File: config.mk
export PLATFORM = sky130hd
export DESIGN_NAME = pic_top
export DESIGN_NICKNAME = d
export VERILOG_FILES = /design/src/design/pic_pkg.sv /design/src/design/pic_init_seq.sv /design/src/design/pic_request_regs.sv /design/src/design/pic_priority.sv /design/src/design/pic_ack_ctrl.sv /design/src/design/pic_top.sv
export SDC_FILE = /design/constraint.sdc
export NUM_CORES = 1
export LEC_CHECK = 0
export BUFFER_PORTS_ARGS = -buffer_cell sky130_fd_sc_hd__buf_2
export CAP_MARGIN = 10
export CORE_MARGIN = 8
export CORE_UTILIZATION = 50
export DETAILED_ROUTE_END_ITERATION = 10
export PLACE_DENSITY = 0.67
export RECOVER_POWER = 25
export SLEW_MARGIN = 15
export SYNTH_ARGS = -nofsm -noshare
export SYNTH_HDL_FRONTEND = slang
export SYNTH_HIERARCHICAL = 1
export SYNTH_SLANG_ARGS = --single-unit
export TNS_END_PERCENT = 20
File: constraint.sdc
create_clock -name clk -period 3 [get_ports clk]
set_input_delay 0.45 -clock clk [delete_from_list [all_inputs] [get_ports clk]]
set_output_delay 0.45 -clock clk [all_outputs]
set_load 0.02 [all_outputs]
File: src/design/pic_pkg.sv
`default_nettype none

package pic_pkg;

	// Number of interrupt request levels handled by the controller.
	localparam int irq_w = 8;

	typedef logic [2:0] level_t;

	// Initialization progress through the ICW sequence.
	typedef enum logic [1:0] {
		INIT_IDLE,
		INIT_ICW2,
		INIT_ICW4,
		INIT_READY
	} init_state_t;

	// Progress through the two-pulse INTA sequence.
	typedef enum logic [2:0] {
		ACK_IDLE,
		ACK_FIRST,
		ACK_BETWEEN,
		ACK_SECOND,
		ACK_DONE
	} ack_state_t;

	// OCW2 bits 7:5 encodings.
	typedef enum logic [2:0] {
		EOI_NONE        = 3'b000,
		EOI_NONSPECIFIC = 3'b001,
		EOI_SPECIFIC    = 3'b011
	} eoi_op_t;

endpackage

`default_nettype wire

File: src/design/pic_init_seq.sv
`timescale 1ns/100ps
`default_nettype none

module pic_init_seq
	import pic_pkg::*;
(
	input wire clk,
	input wire arst_n,
	input wire icw1_wr,
	input wire a0_wr,
	input wire [7:0] din,
	output logic [4:0] vector_base,
	output logic level_mode,
	output logic auto_eoi,
	output logic ocw1_wr,
	output logic ocw2_wr_en
);

	init_state_t state;
	logic icw4_req;

	always_ff @(posedge clk or negedge arst_n)
	begin
		if (!arst_n)
		begin
			state <= INIT_IDLE;
			vector_base <= 5'd0;
			level_mode <= 1'b0;
			auto_eoi <= 1'b0;
			icw4_req <= 1'b0;
		end
		else if (icw1_wr)
		begin
			// ICW1 restarts the sequence from any state.
			state <= INIT_ICW2;
			level_mode <= din[3];
			icw4_req <= din[0];
			auto_eoi <= 1'b0;
		end
		else if (a0_wr)
		begin
			case (state)
				INIT_ICW2:
				begin
					vector_base <= din[7:3];
					if (icw4_req)
						state <= INIT_ICW4;
					else
						state <= INIT_READY;
				end
				INIT_ICW4:
				begin
					auto_eoi <= din[1];
					state <= INIT_READY;
				end
				default:
					state <= state;
			endcase
		end
	end

	// After initialization an a0 write is a mask write (OCW1).
	assign ocw1_wr = a0_wr && (state == INIT_READY);

	// Enables both OCW2 and OCW3 in the top level decode.
	assign ocw2_wr_en = (state == INIT_READY);

endmodule

`default_nettype wire

File: src/design/pic_request_regs.sv
`timescale 1ns/100ps
`default_nettype none

module pic_request_regs
	import pic_pkg::*;
(
	input wire clk,
	input wire arst_n,
	input wire [irq_w-1:0] ir,
	input wire level_mode,
	input wire init_clear,
	input wire mask_wr,
	input wire [7:0] din,
	input wire [irq_w-1:0] isr_set,
	input wire [irq_w-1:0] irr_clear,
	input wire [irq_w-1:0] isr_clear,
	output logic [irq_w-1:0] irr,
	output logic [irq_w-1:0] isr,
	output logic [irq_w-1:0] imr
);

	logic [irq_w-1:0] ir_q;
	logic [irq_w-1:0] ir_q2;
	logic [irq_w-1:0] ir_set;
	logic [irq_w-1:0] ir_keep;
	logic [irq_w-1:0] irr_next;

	// In level mode a request lasts only as long as its line is high.
	always_comb
	begin
		if (level_mode)
		begin
			ir_set = ir_q;
			ir_keep = ir_q;
		end
		else
		begin
			ir_set = ir_q & ~ir_q2;
			ir_keep = '1;
		end
		irr_next = ((irr & ir_keep) | ir_set) & ~irr_clear;
	end

	always_ff @(posedge clk or negedge arst_n)
	begin
		if (!arst_n)
		begin
			ir_q <= '0;
			ir_q2 <= '0;
			irr <= '0;
			isr <= '0;
			imr <= '0;
		end
		else
		begin
			ir_q <= ir;
			ir_q2 <= ir_q;
			if (init_clear)
			begin
				irr <= '0;
				isr <= '0;
				imr <= '0;
			end
			else
			begin
				irr <= irr_next;
				isr <= (isr | isr_set) & ~isr_clear;
				if (mask_wr)
					imr <= din;
			end
		end
	end

endmodule

`default_nettype wire

File: src/design/pic_priority.sv
`timescale 1ns/100ps
`default_nettype none

module pic_priority
	import pic_pkg::*;
(
	input wire [irq_w-1:0] irr,
	input wire [irq_w-1:0] isr,
	input wire [irq_w-1:0] imr,
	output logic req_valid,
	output level_t req_level,
	output logic [irq_w-1:0] isr_top
);

	logic [irq_w-1:0] pending;
	logic found;
	logic blocked;

	assign pending = irr & ~imr;

	// Level 0 is highest. A request is blocked by any in-service level
	// of equal or higher priority.
	always_comb
	begin
		found = 1'b0;
		blocked = 1'b0;
		req_valid = 1'b0;
		req_level = '0;
		for (int i = 0; i < irq_w; i++)
		begin
			blocked = blocked | isr[i];
			if (!found && pending[i])
			begin
				found = 1'b1;
				req_level = level_t'(i);
				req_valid = !blocked;
			end
		end
	end

	// Lowest set ISR bit, which is the highest level in service.
	assign isr_top = isr & (~isr + irq_w'(1));

endmodule

`default_nettype wire

File: src/design/pic_ack_ctrl.sv
`timescale 1ns/100ps
`default_nettype none

module pic_ack_ctrl
	import pic_pkg::*;
(
	input wire clk,
	input wire arst_n,
	input wire inta_n,
	input wire rd,
	input wire ocw2_wr,
	input wire ocw3_wr,
	input wire [7:0] din,
	input wire req_valid,
	input wire level_t req_level,
	input wire [irq_w-1:0] isr_top,
	input wire [irq_w-1:0] irr,
	input wire [irq_w-1:0] isr,
	input wire [4:0] vector_base,
	input wire auto_eoi,
	output logic int_out,
	output logic [irq_w-1:0] isr_set,
	output logic [irq_w-1:0] irr_clear,
	output logic [irq_w-1:0] isr_clear,
	output logic [7:0] dout,
	output logic dout_en
);

	ack_state_t state;
	eoi_op_t eoi_op;
	level_t ack_level;
	logic ack_valid;
	logic inta_q;
	logic inta_q2;
	logic inta_fall;
	logic inta_rise;
	logic read_isr;
	logic rd_q;
	logic take;
	logic [irq_w-1:0] eoi_clear;
	logic [irq_w-1:0] auto_clear;

	assign inta_fall = inta_q2 & ~inta_q;
	assign inta_rise = ~inta_q2 & inta_q;
	assign take = (state == ACK_IDLE) && inta_fall && req_valid;

	always_ff @(posedge clk or negedge arst_n)
	begin
		if (!arst_n)
		begin
			state <= ACK_IDLE;
			inta_q <= 1'b1;
			inta_q2 <= 1'b1;
			ack_valid <= 1'b0;
			int_out <= 1'b0;
			read_isr <= 1'b0;
			rd_q <= 1'b0;
		end
		else
		begin
			inta_q <= inta_n;
			inta_q2 <= inta_q;
			rd_q <= rd;
			if (ocw3_wr && din[1])
				read_isr <= din[0];
			case (state)
				ACK_IDLE:
				begin
					int_out <= req_valid;
					if (inta_fall)
					begin
						state <= ACK_FIRST;
						ack_valid <= req_valid;
					end
				end
				ACK_FIRST:
					if (inta_rise)
					begin
						int_out <= 1'b0;
						state <= ACK_BETWEEN;
					end
				ACK_BETWEEN:
					if (inta_fall)
						state <= ACK_SECOND;
				ACK_SECOND:
					if (inta_rise)
						state <= ACK_DONE;
				default:
					state <= ACK_IDLE;
			endcase
		end
	end

	always_ff @(posedge clk)
	begin
		if (take)
			ack_level <= req_level;
	end

	always_comb
	begin
		case (din[7:5])
			3'b001: eoi_op = EOI_NONSPECIFIC;
			3'b011: eoi_op = EOI_SPECIFIC;
			default: eoi_op = EOI_NONE;
		endcase
		eoi_clear = '0;
		if (ocw2_wr && eoi_op == EOI_NONSPECIFIC)
			eoi_clear = isr_top;
		else if (ocw2_wr && eoi_op == EOI_SPECIFIC)
			eoi_clear = irq_w'(1) << din[2:0];
	end

	// Auto-EOI retires the level as the second INTA pulse ends.
	assign auto_clear = (state == ACK_SECOND && inta_rise && auto_eoi && ack_valid) ?
		(irq_w'(1) << ack_level) : '0;
	assign isr_clear = eoi_clear | auto_clear;
	assign isr_set = take ? (irq_w'(1) << req_level) : '0;
	assign irr_clear = isr_set;

	assign dout_en = (state == ACK_SECOND) || rd_q;

	always_comb
	begin
		if (state == ACK_SECOND)
			dout = {vector_base, ack_level};
		else if (rd_q)
			dout = read_isr ? isr : irr;
		else
			dout = 8'h00;
	end

endmodule

`default_nettype wire

File: src/design/pic_top.sv
`timescale 1ns/100ps
`default_nettype none

module pic_top
	import pic_pkg::*;
(
	input wire clk,
	input wire arst_n,
	input wire wr,
	input wire rd,
	input wire a0,
	input wire [7:0] din,
	input wire inta_n,
	input wire [irq_w-1:0] ir,
	output logic [7:0] dout,
	output logic dout_en,
	output logic int_out
);

	logic wr_q;
	logic a0_q;
	logic [7:0] din_q;
	logic icw1_wr;
	logic a0_wr;
	logic ocw1_wr;
	logic ocw2_wr;
	logic ocw3_wr;
	logic ocw2_wr_en;
	logic [4:0] vector_base;
	logic level_mode;
	logic auto_eoi;
	logic req_valid;
	level_t req_level;
	logic [irq_w-1:0] isr_top;
	logic [irq_w-1:0] irr;
	logic [irq_w-1:0] isr;
	logic [irq_w-1:0] imr;
	logic [irq_w-1:0] isr_set;
	logic [irq_w-1:0] irr_clear;
	logic [irq_w-1:0] isr_clear;

	// The write is registered so it acts one clock after it is sampled.
	always_ff @(posedge clk or negedge arst_n)
	begin
		if (!arst_n)
		begin
			wr_q <= 1'b0;
			a0_q <= 1'b0;
		end
		else
		begin
			wr_q <= wr;
			a0_q <= a0;
		end
	end

	always_ff @(posedge clk)
	begin
		din_q <= din;
	end

	assign icw1_wr = wr_q && !a0_q && din_q[4];
	assign a0_wr = wr_q && a0_q;
	assign ocw2_wr = wr_q && !a0_q && (din_q[4:3] == 2'b00) && ocw2_wr_en;
	assign ocw3_wr = wr_q && !a0_q && (din_q[4:3] == 2'b01) && ocw2_wr_en;

	pic_init_seq u_init_seq (
		.clk(clk),
		.arst_n(arst_n),
		.icw1_wr(icw1_wr),
		.a0_wr(a0_wr),
		.din(din_q),
		.vector_base(vector_base),
		.level_mode(level_mode),
		.auto_eoi(auto_eoi),
		.ocw1_wr(ocw1_wr),
		.ocw2_wr_en(ocw2_wr_en)
	);

	pic_request_regs u_request_regs (
		.clk(clk),
		.arst_n(arst_n),
		.ir(ir),
		.level_mode(level_mode),
		.init_clear(icw1_wr),
		.mask_wr(ocw1_wr),
		.din(din_q),
		.isr_set(isr_set),
		.irr_clear(irr_clear),
		.isr_clear(isr_clear),
		.irr(irr),
		.isr(isr),
		.imr(imr)
	);

	pic_priority u_priority (
		.irr(irr),
		.isr(isr),
		.imr(imr),
		.req_valid(req_valid),
		.req_level(req_level),
		.isr_top(isr_top)
	);

	pic_ack_ctrl u_ack_ctrl (
		.clk(clk),
		.arst_n(arst_n),
		.inta_n(inta_n),
		.rd(rd),
		.ocw2_wr(ocw2_wr),
		.ocw3_wr(ocw3_wr),
		.din(din_q),
		.req_valid(req_valid),
		.req_level(req_level),
		.isr_top(isr_top),
		.irr(irr),
		.isr(isr),
		.vector_base(vector_base),
		.auto_eoi(auto_eoi),
		.int_out(int_out),
		.isr_set(isr_set),
		.irr_clear(irr_clear),
		.isr_clear(isr_clear),
		.dout(dout),
		.dout_en(dout_en)
	);

endmodule

`default_nettype wire

==> results.yml, run 1 <==
grt:
  grt_overflow: 0
  met2_usage: 0.249
  grt_max_degree: 34
  antenna_found_initial: 0
  grt_pass1_vias: 2417
  busiest_layer: "met2"
  use_met3: 0.0419
  grt_use_met1: 0.197
  grt_usage: 0.159
  grt_first_pass_wirelength_mm: 12.2
synth:
  synth_xor_area_frac: 0.00252
  synth_nets: 328
  synth_top_family_by_area: "simple AND/OR/NAND/NOR gates"
  ys_seq_elements: 72
  avgSynthCellArea_um2: 11.3
  seq_area_frac_synth: 0.513
  synthAdderAreaFrac: 0
  yosys_warnings: 6
  synth_cell_types: 69
  synth_compound_area_frac: 0.101
  synth_edf_count: 3
  synth-simple-area-share: 0.257
  async_flop_share: 0.847
  synthMuxAreaShare: 0.0804
  netlist_area_um2: 3470
  netlist_instances: 306
  synthFlopType: "dfrtp_1"
flow_run:
  max-cap-violations: 1
clock_network:
  cts_tree: "yes"
  clk_latency_ns: 0.34
  cts-buffers-inserted: 9
  cts_setup_buffers: 0
  clk_pin_slew_ns: 0.07
  cts.repair.resized: 0
  root_buffer: "clkbuf_8"
  cts_max_level: 3
  ctsHoldBuffers: 0
  cts.sinks: 72
  clock_path_buffers: 2
floorplanning:
  die_w_um: 99.3
  start_util: 0.514
  core-area_um2: 6760
  die-height_um: 99.3
  dieArea_um2: 9860
  rows: 30
  io_pins: 32
detailed_routing:
  dr.pass1.iters: 5
  finalWirelength_mm: 7.45
  drc_errors: 0
  wire_per_inst_um: 17.8
  final_antenna_net_count: 0
  routed_via_density: 5.72
  drt_iter0_markers: 127
  vias: 2398
run_status:
  failed_checks: "capacitance limit, slew limit"
  status: "finished, violations left"
placed_design:
  routabilityCongestion: 0.873
  place_inst: 403
  portBuffers: 31
  pre_cts_ws_ns: 0.399
  placed_area_um2: 3630
  dpl.hpwl_mm: 5.48
timing:
  hold_violations: 0
  finalWorstSetupSlack_ns: 0.331
  setup-tns-final_ns: 0
  tightest_slew_ns: 1.62
  slew_violations: 29
  rsz0062_at_grt: "false"
  fin_skew_ns: 0.0120
  max_freq_mhz: 375
  relSlewSlack: -0.0798
  finalSetupViolCount: 0
  finalCritPeriodShare: 0.890
  post-route-min-period_ns: 2.67
worst_setup_path:
  critPathLaunchType: "register"
  path_class: "register to register"
  critPathLaunch: "u_request_regs/isr[0]"
  r2r_slack_ns: 0.33
  cp-end-kind: "register"
  crit_arrival_ns: 2.92
  rr_startpoint: "u_request_regs/isr[0]"
  worstPathRequired_ns: 3.25
  path_max_fanout: 6
final_layout:
  diodes: 0
  stdcell_area_um2: 3810
  fillers: 611
  finalNonFillerCells: 419
  layout.nets: 356
  layout-drive-gt1-share: 0.283
  area_growth_pct: 9.70
pwr:
  p_leak_nw: 1.65
  ir_worst_vdd_v: 0.000336
  power.density_nw_per_um2: 756
min_path:
  hold_path_class: "primary input to register"
  min_from: "din[6]"
## cells by family after synthesis
| group | after synthesis |
|---|---|
| AND/OR/NAND/NOR | 140 |
| buffers and inverters | 23 |
| AO/OA/AOI/OAI | 45 |
| flip-flops | 72 |
| XOR/XNOR | 1 |
| multiplexers | 25 |
## critical path, stage by stage (launching register included)
cell and delay [ns]:
dfrtp_1 0.44, or2_4 0.29, or4_4 0.46, o32ai_2 0.32, nor4b_4 0.31, nand4b_1 0.27
nor2_1 0.27, nor2_1 0.08, nor3_1 0.14
## Yosys cell counts (8+ instances only)
library cell	n	area, um2
a22o_1	8	70.1
nand2_1	17	63.8
nand2b_2	9	78.8
mux2i_1	17	170
dfrtp_1	59	1480
a21oi_1	14	70.1
nor2_2	8	50.1
nand2b_1	13	81.3
nor3_1	18	90.1
nor2_1	28	105
nor2b_1	12	75.1
buf_4	10	75.1
dfxtp_1	8	160
## sequential cells by signal, summed over array words and instances (netlist names), 2 cells and up
name	flops
u_ack_ctrl/ack_level	3
u_request_regs/ir_q	8
u_request_regs/isr	8
u_init_seq/state	2
u_init_seq/vector_base	5
u_request_regs/irr	8
u_ack_ctrl/state	3
din_q	8
u_request_regs/ir_q2	8
u_request_regs/imr	8
## metrics by stage
step / power, mW / util / hold slack (ns)
3_5_place_dp: 2.17 / 0.537 / 0.362
3_3_place_gp: 2.16 / 0.537 / 0.363
5_1_grt: 3.04 / 0.564 / 0.191
4_1_cts: 2.91 / 0.564 / 0.162
6_report: 2.88 / 0.564 / 0.207
2_1_floorplan: 1.97 / - / 0.154
## cells in the final DEF, fill, tap and decap left out, drive strengths merged, types with 3 or more instances in the layout
master / Yosys / final
a21oi: 16 / 16
a22o: 8 / 8
and2: 4 / 4
buf: 16 / 34
clkbuf: 2 / 14
dfrtp: 59 / 59
dfxtp: 8 / 8
edfxtp: 3 / 3
inv: 5 / 5
mux2: 8 / 8
mux2i: 17 / 17
nand2: 18 / 18
nand2b: 24 / 24
nand3b: 4 / 4
nor2: 36 / 36
nor2b: 12 / 12
nor3: 21 / 21
nor4b: 3 / 3
o21ai: 3 / 3
o221ai: 6 / 6
## final timing paths
path | endpoint | cells after the start
setup / recovery | u_request_regs/isr[6] | 8
hold / removal | din_q[6] | 1
setup reg to reg | u_request_regs/isr[6] | 8
hold reg to reg | u_request_regs/ir_q2[4] | 0
max in group asynchronous | u_ack_ctrl/inta_q2 | 2
min in group asynchronous | u_request_regs/ir_q[6] | 1
## cell type report
cell class,instances,area (um2),share of cell area
clock buffer,13,139,0.0365
clock inverter,3,43.8,0.0115
inverter,5,18.8,0.00493
multi-input combinational,211,1530,0.402
sequential,72,1780,0.467
tap,80,100,0.0263
timing repair buffer,35,196,0.0516
## where the power goes
group / internal, mW / total, mW / switching (mW)
clock network: 0.386 / 0.727 / 0.341
logic: 0.399 / 0.819 / 0.420
registers: 1.15 / 1.33 / 0.189
## metal layers
layer / wire (um) / share of wire
met5: 0 / 0
met4: 162 / 0.022
met3: 402 / 0.054
met2: 3640 / 0.49
met1: 3240 / 0.44
Power figures use the tool's default switching activity.
==> run 2: changes to the inputs <==
==> constraint.sdc (replaced) <==
create_clock -name clk -period 3 [get_ports clk]
set_input_delay 0.3 -clock clk [delete_from_list [all_inputs] [get_ports clk]]
set_output_delay 0.3 -clock clk [all_outputs]
set_load 0.02 [all_outputs]
==> results.yml, run 2 (synthesis results as in run 1) <==
grt:
  antenna_found_initial: 0
  grt_pass1_vias: 2480
  grt_overflow: 0
  grt_max_degree: 42
  grt_first_pass_wirelength_mm: 12.6
  grt_usage: 0.166
worst_setup_path:
  crit_arrival_ns: 2.92
  worstPathRequired_ns: 3.27
  path_max_fanout: 6
  cp_common_cell: "nor3_1"
  cp-end-kind: "register"
  crit_family: "simple AND/OR/NAND/NOR gates"
  path_buf_inv: 0
  cpMaxStageDelayCell: "dfrtp_1"
  crit_path_max_incr_delay_ns: 0.45
  critPathLaunchType: "register"
  crit_chain: "or2_4, or4_4, o32ai_2, nor4b_4, nand2b_2, nor3_1, nor2_1, nor3_1"
  path_class: "register to register"
clock_network:
  ctsHoldBuffers: 0
  cts_max_level: 3
  cts-buffers-inserted: 9
  clk_latency_ns: 0.35
  clock_path_buffers: 2
  cts_tree: "yes"
  clk_pin_slew_ns: 0.08
  cts.sinks: 72
  root_buffer: "clkbuf_8"
  cts_setup_buffers: 0
  cts.repair.resized: 0
timing:
  rsz0062_at_grt: "false"
  finalSetupViolCount: 0
  fin_skew_ns: 0.0142
  hold_violations: 0
  relSlewSlack: -0.491
  max_freq_mhz: 378
  setup-tns-final_ns: 0
  tightest_slew_ns: 2.24
  slew_violations: 42
  finalCritPeriodShare: 0.882
  post-route-min-period_ns: 2.65
detailed_routing:
  wire_per_inst_um: 18.4
  drt_iter0_markers: 107
  vias: 2384
  routed_via_density: 5.68
  final_antenna_net_count: 0
  dr.pass1.iters: 4
  finalWirelength_mm: 7.75
  drc_errors: 0
final_layout:
  layout.nets: 357
  mostFrequentLayoutCell: "dfrtp_1"
  fillers: 603
  diodes: 0
  fin_util: 0.559
  layout-drive-gt1-share: 0.285
  area_growth_pct: 8.90
  layout_common_cells: "59 x dfrtp_1, 30 x buf_2, 28 x nor2_1"
  stdcell_area_um2: 3780
floorplanning:
  dieArea_um2: 9860
  die_w_um: 99.3
  core-area_um2: 6760
  start_util: 0.514
  die-height_um: 99.3
  io_pins: 32
  rows: 30
run_status:
  failed_checks: "capacitance limit, slew limit"
  status: "finished, violations left"
pwr:
  ir_worst_vdd_v: 0.000378
  power.density_nw_per_um2: 743
  p_leak_nw: 1.63
placed_design:
  routabilityCongestion: 0.891
  portBuffers: 31
  dpl.hpwl_mm: 5.70
  placed_area_um2: 3620
flow_run:
  max-cap-violations: 1
min_path:
  hold_path_class: "primary input to register"
## run 2: cell types whose count changed in the layout (fill, tap and decap cells not counted), sizes merged
cell      before  now
buf           34   35
bufinv         1    0
clkinvlp       0    1
## run 2: worst reg2reg max path, delay by kind of cell (launching register included)
family,cells,cell delay [ns]
compound gates,1,0.29
flops,1,0.45
simple gates,7,1.82
## run 2: path summary, 6_finish.rpt
check	endpoint	startpoint	cells past startpoint	slack [ns]
min in group asynchronous	u_request_regs/ir_q2[6]	arst_n	1	0.61
max	u_request_regs/isr[5]	u_request_regs/isr[0]	8	0.35
max in group asynchronous	u_init_seq/auto_eoi	arst_n	1	1.11
min reg2reg	u_request_regs/ir_q2[2]	u_request_regs/ir_q[2]	0	0.38
min	din_q[4]	din[4]	1	0.05
max reg2reg	u_request_regs/isr[5]	u_request_regs/isr[0]	8	0.35
## run 2: per-layer routing
layer | vias up | part of all wire | global-route usage
met5 | - | 0 | 0
met4 | 0 | 0.027 | 0.0908
met3 | 19 | 0.043 | 0.0356
met2 | 59 | 0.49 | 0.265
met1 | 1171 | 0.45 | 0.204
li1 | 1135 | - | -
## run 2: metrics by stage
step,setup WS [ns],total power [mW],hold WS (ns),cells
2_1_floorplan,0.586,1.97,0.00441,306
3_5_place_dp,0.459,2.17,0.366,404
3_3_place_gp,0.541,2.16,0.364,404
5_1_grt,0.189,2.96,0.0364,420
6_report,0.353,2.81,0.0497,420
4_1_cts,0.392,2.83,0.0315,420
## run 2: layout make-up
type                       count  area, um2  area share
sequential                    72       1780       0.471
clock inverter                 3       21.3     0.00563
inverter                       5       18.8     0.00497
tap                           80        100      0.0265
clock buffer                  13        139      0.0367
multi-input combinational    211       1530       0.405
timing repair buffer          36        191      0.0506
## run 2: where the power goes
| part | internal (mW) | switching, mW |
|---|---|---|
| clock network | 0.302 | 0.351 |
| logic | 0.398 | 0.419 |
| registers | 1.15 | 0.193 |
| total | 1.84 | 0.963 |
